[src/verilog/peDataPkg.sv]
// PE arithmetic widths and vector types
package peDataPkg;

    // =========================================================================
    // Widths
    // =========================================================================
    localparam int DataWidth  = 8;
    localparam int BlockDepth = 4;

    // Room for BlockDepth products plus three column adds
    localparam int PsumWidth  = 2 * DataWidth + 2 + 2;

    // =========================================================================
    // Types
    // =========================================================================
    // One signed activation or weight
    typedef logic signed [DataWidth-1:0] dataT;

    // Full-width product of one activation and one weight
    typedef logic signed [2*DataWidth-1:0] prodT;

    // One block of activations
    typedef dataT [BlockDepth-1:0] actVecT;

    // Weight vector held by a column
    typedef dataT [BlockDepth-1:0] wgtVecT;

    // Sparsity flags, one per activation
    typedef logic [BlockDepth-1:0] flagVecT;

    // Partial sum
    typedef logic signed [PsumWidth-1:0] psumT;

endpackage
[src/verilog/peFlowPkg.sv]
// Activation beat and credit types
package peFlowPkg;
    import peDataPkg::*;

    // =========================================================================
    // Row addressing and credits
    // =========================================================================
    localparam int RowAddrWidth = 4;

    // Up to 15 outstanding credits
    typedef logic [3:0] creditCountT;

    // =========================================================================
    // Activation beat
    // =========================================================================
    // Psum rides along with the block through the columns
    typedef struct packed {
        actVecT                  act;
        flagVecT                 flags;
        logic [RowAddrWidth-1:0] row;
        logic                    firstBlk;
        psumT                    psum;
    } actBeatT;

endpackage

[src/verilog/actLink.sv]
// Credit-based activation link
interface actLink
    import peFlowPkg::*;
();

    // Beat qualifier from sender
    logic    valid;

    // Block payload
    actBeatT beat;

    // One-cycle pulse per drained buffer entry
    logic    credit;

    // Sender side, spends one credit per valid beat
    modport sender (
        output valid,
        output beat,
        input  credit
    );

    // Receiver side, must absorb every valid beat
    modport receiver (
        input  valid,
        input  beat,
        output credit
    );

endinterface

[src/verilog/peBlock.sv]
// PE block top level
module peBlock
    import peDataPkg::*;
    import peFlowPkg::*;
#(
    parameter int CreditDepth = 2,
    parameter int PsumRows    = 16
) (
    input  logic                    clk,
    input  logic                    rst_n,

    // Activation stream
    input  logic                    actValid,
    input  actVecT                  actData,
    input  flagVecT                 actFlags,
    input  logic [RowAddrWidth-1:0] actRow,
    input  logic                    actFirstBlk,
    output logic                    actCredit,

    // Weight load, one strobe per column
    input  logic [2:0]              wgtLoad,
    input  wgtVecT                  wgtData,

    // Frame control and pooling side
    input  logic                    frameDone,
    input  logic                    poolRdEn,
    input  logic [RowAddrWidth-1:0] poolAddr,
    output psumT                    poolData
);

    // =========================================================================
    // Links
    // =========================================================================
    actLink link0 ();
    actLink link1 ();
    actLink link2 ();

    // Column 2 result toward the psum memory
    actLink linkOut ();

    // Column 0 starts the partial sum at zero
    assign link0.valid = actValid;
    assign link0.beat  = '{
        act:      actData,
        flags:    actFlags,
        row:      actRow,
        firstBlk: actFirstBlk,
        psum:     '0
    };
    assign actCredit = link0.credit;

    // Psum memory takes a beat every cycle, credit comes straight back
    assign linkOut.credit = linkOut.valid;

    // =========================================================================
    // Columns
    // =========================================================================
    peColumn #(.CreditDepth(CreditDepth)) column0 (
        .clk      (clk),
        .rst_n    (rst_n),
        .wgtLoad  (wgtLoad[0]),
        .wgtData  (wgtData),
        .upLink   (link0),
        .downLink (link1)
    );

    peColumn #(.CreditDepth(CreditDepth)) column1 (
        .clk      (clk),
        .rst_n    (rst_n),
        .wgtLoad  (wgtLoad[1]),
        .wgtData  (wgtData),
        .upLink   (link1),
        .downLink (link2)
    );

    peColumn #(.CreditDepth(CreditDepth)) column2 (
        .clk      (clk),
        .rst_n    (rst_n),
        .wgtLoad  (wgtLoad[2]),
        .wgtData  (wgtData),
        .upLink   (link2),
        .downLink (linkOut)
    );

    // =========================================================================
    // Psum memory
    // =========================================================================
    psumPingPong #(.PsumRows(PsumRows)) u_pingPong (
        .clk        (clk),
        .rst_n      (rst_n),
        .inValid    (linkOut.valid),
        .inRow      (linkOut.beat.row),
        .inFirstBlk (linkOut.beat.firstBlk),
        .inPsum     (linkOut.beat.psum),
        .frameDone  (frameDone),
        .poolRdEn   (poolRdEn),
        .poolAddr   (poolAddr),
        .poolData   (poolData)
    );

endmodule

[src/verilog/psumPingPong.sv]
// Ping-pong psum row accumulator
module psumPingPong
    import peDataPkg::*;
    import peFlowPkg::*;
#(
    parameter int PsumRows = 16
) (
    input  logic                    clk,
    input  logic                    rst_n,
    input  logic                    inValid,
    input  logic [RowAddrWidth-1:0] inRow,
    input  logic                    inFirstBlk,
    input  psumT                    inPsum,
    input  logic                    frameDone,
    input  logic                    poolRdEn,
    input  logic [RowAddrWidth-1:0] poolAddr,
    output psumT                    poolData
);

    // =========================================================================
    // Declarations
    // =========================================================================
    psumT                    bank [2][PsumRows];
    logic                    activeBank;
    logic                    inactiveBank;

    // Read stage
    logic                    s1Valid;
    logic [RowAddrWidth-1:0] s1Row;
    logic                    s1FirstBlk;
    psumT                    s1Psum;
    psumT                    s1Old;

    // Write stage
    psumT                    wrData;
    logic                    bypass;

    assign inactiveBank = ~activeBank;

    // First block of a row overwrites, later blocks accumulate
    assign wrData = s1FirstBlk ? s1Psum : s1Old + s1Psum;

    // Row being written this cycle is the one being read
    assign bypass = s1Valid && (s1Row == inRow);

    // =========================================================================
    // Bank select
    // =========================================================================
    always_ff @(posedge clk or negedge rst_n) begin
        if (!rst_n) begin
            activeBank <= 1'b0;
        end else if (frameDone) begin
            activeBank <= ~activeBank;
        end
    end

    // =========================================================================
    // Read stage
    // =========================================================================
    always_ff @(posedge clk or negedge rst_n) begin
        if (!rst_n) begin
            s1Valid <= 1'b0;
        end else begin
            s1Valid <= inValid;
        end
    end

    always_ff @(posedge clk) begin
        if (inValid) begin
            s1Row      <= inRow;
            s1FirstBlk <= inFirstBlk;
            s1Psum     <= inPsum;
            s1Old      <= bypass ? wrData : bank[activeBank][inRow];
        end
    end

    // =========================================================================
    // Write stage and banks
    // =========================================================================
    always_ff @(posedge clk or negedge rst_n) begin
        if (!rst_n) begin
            for (int b = 0; b < 2; b++) begin
                for (int r = 0; r < PsumRows; r++) begin
                    bank[b][r] <= '0;
                end
            end
        end else if (s1Valid) begin
            bank[activeBank][s1Row] <= wrData;
        end
    end

    // =========================================================================
    // Pool read port
    // =========================================================================
    // Pooling only ever sees the finished frame
    always_ff @(posedge clk or negedge rst_n) begin
        if (!rst_n) begin
            poolData <= '0;
        end else if (poolRdEn) begin
            poolData <= bank[inactiveBank][poolAddr];
        end
    end

endmodule

[src/verilog/peColumn.sv]
// Processing column with credit buffer
module peColumn
    import peDataPkg::*;
    import peFlowPkg::*;
#(
    parameter int CreditDepth = 2
) (
    input  logic     clk,
    input  logic     rst_n,
    input  logic     wgtLoad,
    input  wgtVecT   wgtData,
    actLink.receiver upLink,
    actLink.sender   downLink
);

    localparam int PtrWidth = (CreditDepth > 1) ? $clog2(CreditDepth) : 1;

    // =========================================================================
    // Declarations
    // =========================================================================
    actBeatT             beatBuf [CreditDepth];
    logic [PtrWidth-1:0] wrPtr;
    logic [PtrWidth-1:0] rdPtr;
    creditCountT         fillCount;
    creditCountT         downCredits;
    wgtVecT              weights;
    logic                pop;
    actBeatT             headBeat;
    psumT                dotSum;
    actBeatT             resultBeat;

    function automatic logic [PtrWidth-1:0] nextPtr(input logic [PtrWidth-1:0] ptr);
        if (ptr == PtrWidth'(CreditDepth - 1)) begin
            return '0;
        end
        return ptr + 1'b1;
    endfunction

    // =========================================================================
    // Input buffer
    // =========================================================================
    // Sender holds a credit for every free entry, so a valid beat always fits
    always_ff @(posedge clk) begin
        if (upLink.valid) begin
            beatBuf[wrPtr] <= upLink.beat;
        end
    end

    always_ff @(posedge clk or negedge rst_n) begin
        if (!rst_n) begin
            wrPtr     <= '0;
            rdPtr     <= '0;
            fillCount <= '0;
        end else begin
            if (upLink.valid) begin
                wrPtr <= nextPtr(wrPtr);
            end
            if (pop) begin
                rdPtr <= nextPtr(rdPtr);
            end
            case ({upLink.valid, pop})
                2'b10:   fillCount <= fillCount + 1'b1;
                2'b01:   fillCount <= fillCount - 1'b1;
                default: fillCount <= fillCount;
            endcase
        end
    end

    assign headBeat = beatBuf[rdPtr];

    // Drain needs a stored beat and room downstream
    assign pop = (fillCount != '0) && (downCredits != '0);

    // Credit goes back upstream in the pop cycle
    assign upLink.credit = pop;

    // =========================================================================
    // Downstream credits
    // =========================================================================
    // Spent at pop, one cycle ahead of the registered valid
    always_ff @(posedge clk or negedge rst_n) begin
        if (!rst_n) begin
            downCredits <= creditCountT'(CreditDepth);
        end else begin
            case ({pop, downLink.credit})
                2'b10:   downCredits <= downCredits - 1'b1;
                2'b01:   downCredits <= downCredits + 1'b1;
                default: downCredits <= downCredits;
            endcase
        end
    end

    // =========================================================================
    // Weights and masked dot product
    // =========================================================================
    always_ff @(posedge clk) begin
        if (wgtLoad) begin
            weights <= wgtData;
        end
    end

    always_comb begin
        prodT prod;
        dotSum = '0;
        for (int i = 0; i < BlockDepth; i++) begin
            prod = $signed(headBeat.act[i]) * $signed(weights[i]);
            // Zero activations are flagged off and skipped
            if (headBeat.flags[i]) begin
                dotSum = dotSum + prod;
            end
        end
    end

    // Everything but the psum passes through untouched
    always_comb begin
        resultBeat      = headBeat;
        resultBeat.psum = headBeat.psum + dotSum;
    end

    // =========================================================================
    // Output register
    // =========================================================================
    always_ff @(posedge clk or negedge rst_n) begin
        if (!rst_n) begin
            downLink.valid <= 1'b0;
        end else begin
            downLink.valid <= pop;
        end
    end

    always_ff @(posedge clk) begin
        if (pop) begin
            downLink.beat <= resultBeat;
        end
    end

endmodule

[config.mk]
export PLATFORM = sky130hd
export DESIGN_NAME = peBlock
export DESIGN_NICKNAME = d
export VERILOG_FILES = /design/src/verilog/peDataPkg.sv /design/src/verilog/peFlowPkg.sv /design/src/verilog/actLink.sv /design/src/verilog/peBlock.sv /design/src/verilog/psumPingPong.sv /design/src/verilog/peColumn.sv
export SDC_FILE = /design/constraint.sdc
export NUM_CORES = 2
export LEC_CHECK = 0
export BUFFER_PORTS_ARGS = -buffer_cell sky130_fd_sc_hd__buf_2
export CAP_MARGIN = 20
export CORE_MARGIN = 3
export CORE_UTILIZATION = 55
export DETAILED_ROUTE_END_ITERATION = 8
export GPL_ROUTABILITY_DRIVEN = 0
export PLACE_DENSITY = 0.68
export SYNTH_ARGS = -nofsm -noshare
export SYNTH_HDL_FRONTEND = slang
export SYNTH_SLANG_ARGS = --single-unit
[constraint.sdc]
create_clock -name clk -period 34.8 [get_ports clk]
set_input_delay 3.48 -clock clk [delete_from_list [all_inputs] [get_ports clk]]
set_output_delay 3.48 -clock clk [all_outputs]
set_load 0.01 [all_outputs]
==> reports/results.ini <==
[route]
wirelength_um=240000
post_drt_wl_per_cell_um=21.5
antenna_left=0
remaining_drc_errors=0
vias_per_cell=5.79
firstDrtPassIters=8
via_count=64500
drtIter0Drc=4614

[die]
rows=154
die-area_um2=184000
io-pin-count=106
initial_core_util_pct=55.6
die_w_um=429
core_region_area_um2=177000
die_h_um=429

[logic_synthesis]
yosysMostFrequentCell=inv_1
synth_xor_area_share_pct=2.39
yosysWarningCount=0
yosys-top-cells-count=1153 x inv_1, 1151 x nand2_1, 942 x fa_1
yosys.area_share.adder_pct=26.4
synth_cell_types=86
synth-seq-area-share_pct=36.3
async_flop_share_pct=53.1
syn_area_um2=98600
synth_area_leader_cell=fa_1
synthSimpleGateAreaFrac_pct=9.81
netlist_instances=8681
synth_top_family_by_area=adder cells
synth-edff-count=614
yosys-mux-area-fraction_pct=11.7
synth_ff_type=dfrtp_1
synth-seq-cells=1309
ys_top_cells_by_area=fa_1 19%, edfxtp_1 19%, dfrtp_1 18%, mux4_2 9.1%, ha_1 7.2%
syn-num-nets=10300
synth_top_area_share_pct=19.1
synth-compound-area-share_pct=7.54
syn_area_per_cell_um2=11.4

[sta]
fin_ws_ns=16.23
tightest_slew_ns=1.12
holdWs_ns=0.418
finalCritPeriodShare_pct=53.4
finalCriticalPeriod_ns=18.57
hold_viol_final=0
final_max_slew_viol_count=0
fin_tns_setup_ns=0
max_slew_margin_pct=24.6
setup_violations=0
finalClockSkew_ns=0.0433
fmax_ghz=0.0538
rsz0062_at_grt=no

[clock_tree]
htree_num_levels=4
cts_buffers=145
post_cts.repair.setup_buffers=0
cts_resized=0
clk_pin_slew_worst_paths_ns=0.06
cts_hold_buf=0
cts.sinks=1309
cts_tree=built
clk_path_buf_depth=3
cts_root_buf=clkbuf_16
clk_latency_ns=0.81

[worst_setup_path]
critical-path-top-delay-family=adder cells
cp_data_arrival_time_ns=19.12
cp_max_fo=18
worstSetupPathType=flip-flop to flip-flop
setup.worst_path.start_class=flip-flop
slowest_stage=mux2i_1
path_buf_inv=9
critPathCaptureType=flip-flop
crit_top_cell=fa_1
worstPathRequired_ns=35.34
slowest_delay_ns=0.66

[run]
cap_violations=0

[cells_and_area]
syn_to_final_growth_pct=8.16
finish.cell_count_without_fillers=11100
fin_nets=10300
drive_above_1_share_pct=12.6

[global_route]
grt_remaining_overflow=0
antenna_found_initial=4
grt_pass1_wl_um=386000
grt_max_degree=166
grtUsageTotal_pct=26.8
first_global_vias=68100

[place]
dpl.hpwl_um=175000
numPortBuffers=105
post-place-cells=10900
dpl_worst_slack_ns=16.26

[hold_path]
hold_path.class=flip-flop to flip-flop

[run_status]
outcome=finished clean

[routing by layer]
layer / GRT usage [%] / vias to the layer above / share of wire [%]
li1: - / 29100 / -
met1: 34.9 / 33000 / 40
met4: 10.2 / 0 / 4.1
met3: 3.92 / 468 / 5.5
met5: 0 / - / 0
met2: 45.7 / 1915 / 50
[cell type report]
type | count | area (µm²)
Fill cell | 14300 | 70600
Multi-Input combinational cell | 5847 | 57200
Sequential cell | 1309 | 35800
Inverter | 1158 | 4350
Clock buffer | 194 | 3990
Tap cell | 2340 | 2930
Timing Repair Buffer | 209 | 1410
Clock inverter | 74 | 995
Antenna cell | 2 | 5.00
[cells in the final DEF, fill, tap and decap left out, types with 69 or more instances in the layout]
cell	n
inv_1	1153
nand2_1	1147
fa_1	942
o21ai_0	753
dfrtp_1	687
edfxtp_1	614
ha_1	570
mux4_2	400
and2_1	262
a21oi_1	246
nor2_1	239
nor2b_1	203
xnor2_1	183
mux2_2	149
clkbuf_16	147
buf_2	102
buf_4	98
xor2_1	84
mux2i_1	80
a21o_1	69
[cell families after synthesis]
logic type / after synthesis
XOR/XNOR: 268
AND/OR/NAND/NOR: 2118
AO/OA/AOI/OAI: 1314
buffers and inverters: 1525
adder cells (fa/ha/maj): 1512
flip-flops: 1309
multiplexers: 635
[per-stage QoR]
step | area, µm² | util [%]
after floorplan | 98600 | -
after global placement | 102000 | 57.3
after detailed placement | 102000 | 57.3
after CTS | 107000 | 60.1
after global routing | 107000 | 60.2
final | 107000 | 60.2
[final timing paths]
| check | startpoint | endpoint | slack, ns | cells past startpoint |
|---|---|---|---|---|
| setup / recovery | column1.rdPtr$_DFFE_PN0P_ | column1.downLink.beat[19]$_DFFE_PP_ | 16.23 | 66 |
| hold / removal | column2.downLink.beat[16]$_DFFE_PP_ | u_pingPong.s1Psum[16]$_DFFE_PP_ | 0.42 | 0 |
| setup reg to reg | column1.rdPtr$_DFFE_PN0P_ | column1.downLink.beat[19]$_DFFE_PP_ | 16.23 | 66 |
| hold reg to reg | column2.downLink.beat[16]$_DFFE_PP_ | u_pingPong.s1Psum[16]$_DFFE_PP_ | 0.42 | 0 |
| max in group asynchronous | rst_n | column2.downLink.valid$_DFF_PN0_ | 29.03 | 5 |
| min in group asynchronous | rst_n | u_pingPong.bank[628]$_DFFE_PN0P_ | 2.71 | 1 |
[sequential cells by signal, indices dropped and copies added (netlist names), 20 cells and up]
name and flops:
u_pingPong.bank 640, column1.beatBuf 122, column2.beatBuf 122, column0.beatBuf 82, column0.downLink.beat 61, column1.downLink.beat 61
column0.weights 32, column1.weights 32, column2.weights 32, column2.downLink.beat 25, u_pingPong.poolData 20, u_pingPong.s1Old 20
u_pingPong.s1Psum 20
[worst reg2reg max path: cells and delay by family (launching register included)]
kind	cells	cell delay [ns]
adder cells (fa/ha/maj)	25	10.37
multiplexers	1	0.66
XOR/XNOR	6	1.02
flip-flops	1	0.65
AND/OR/NAND/NOR	8	1.05
AO/OA/AOI/OAI	17	4.07
buffers and inverters	9	0.48
Power is not shown: default switching activity piles up to over one toggle a cycle in this logic, so the estimate is an artifact.
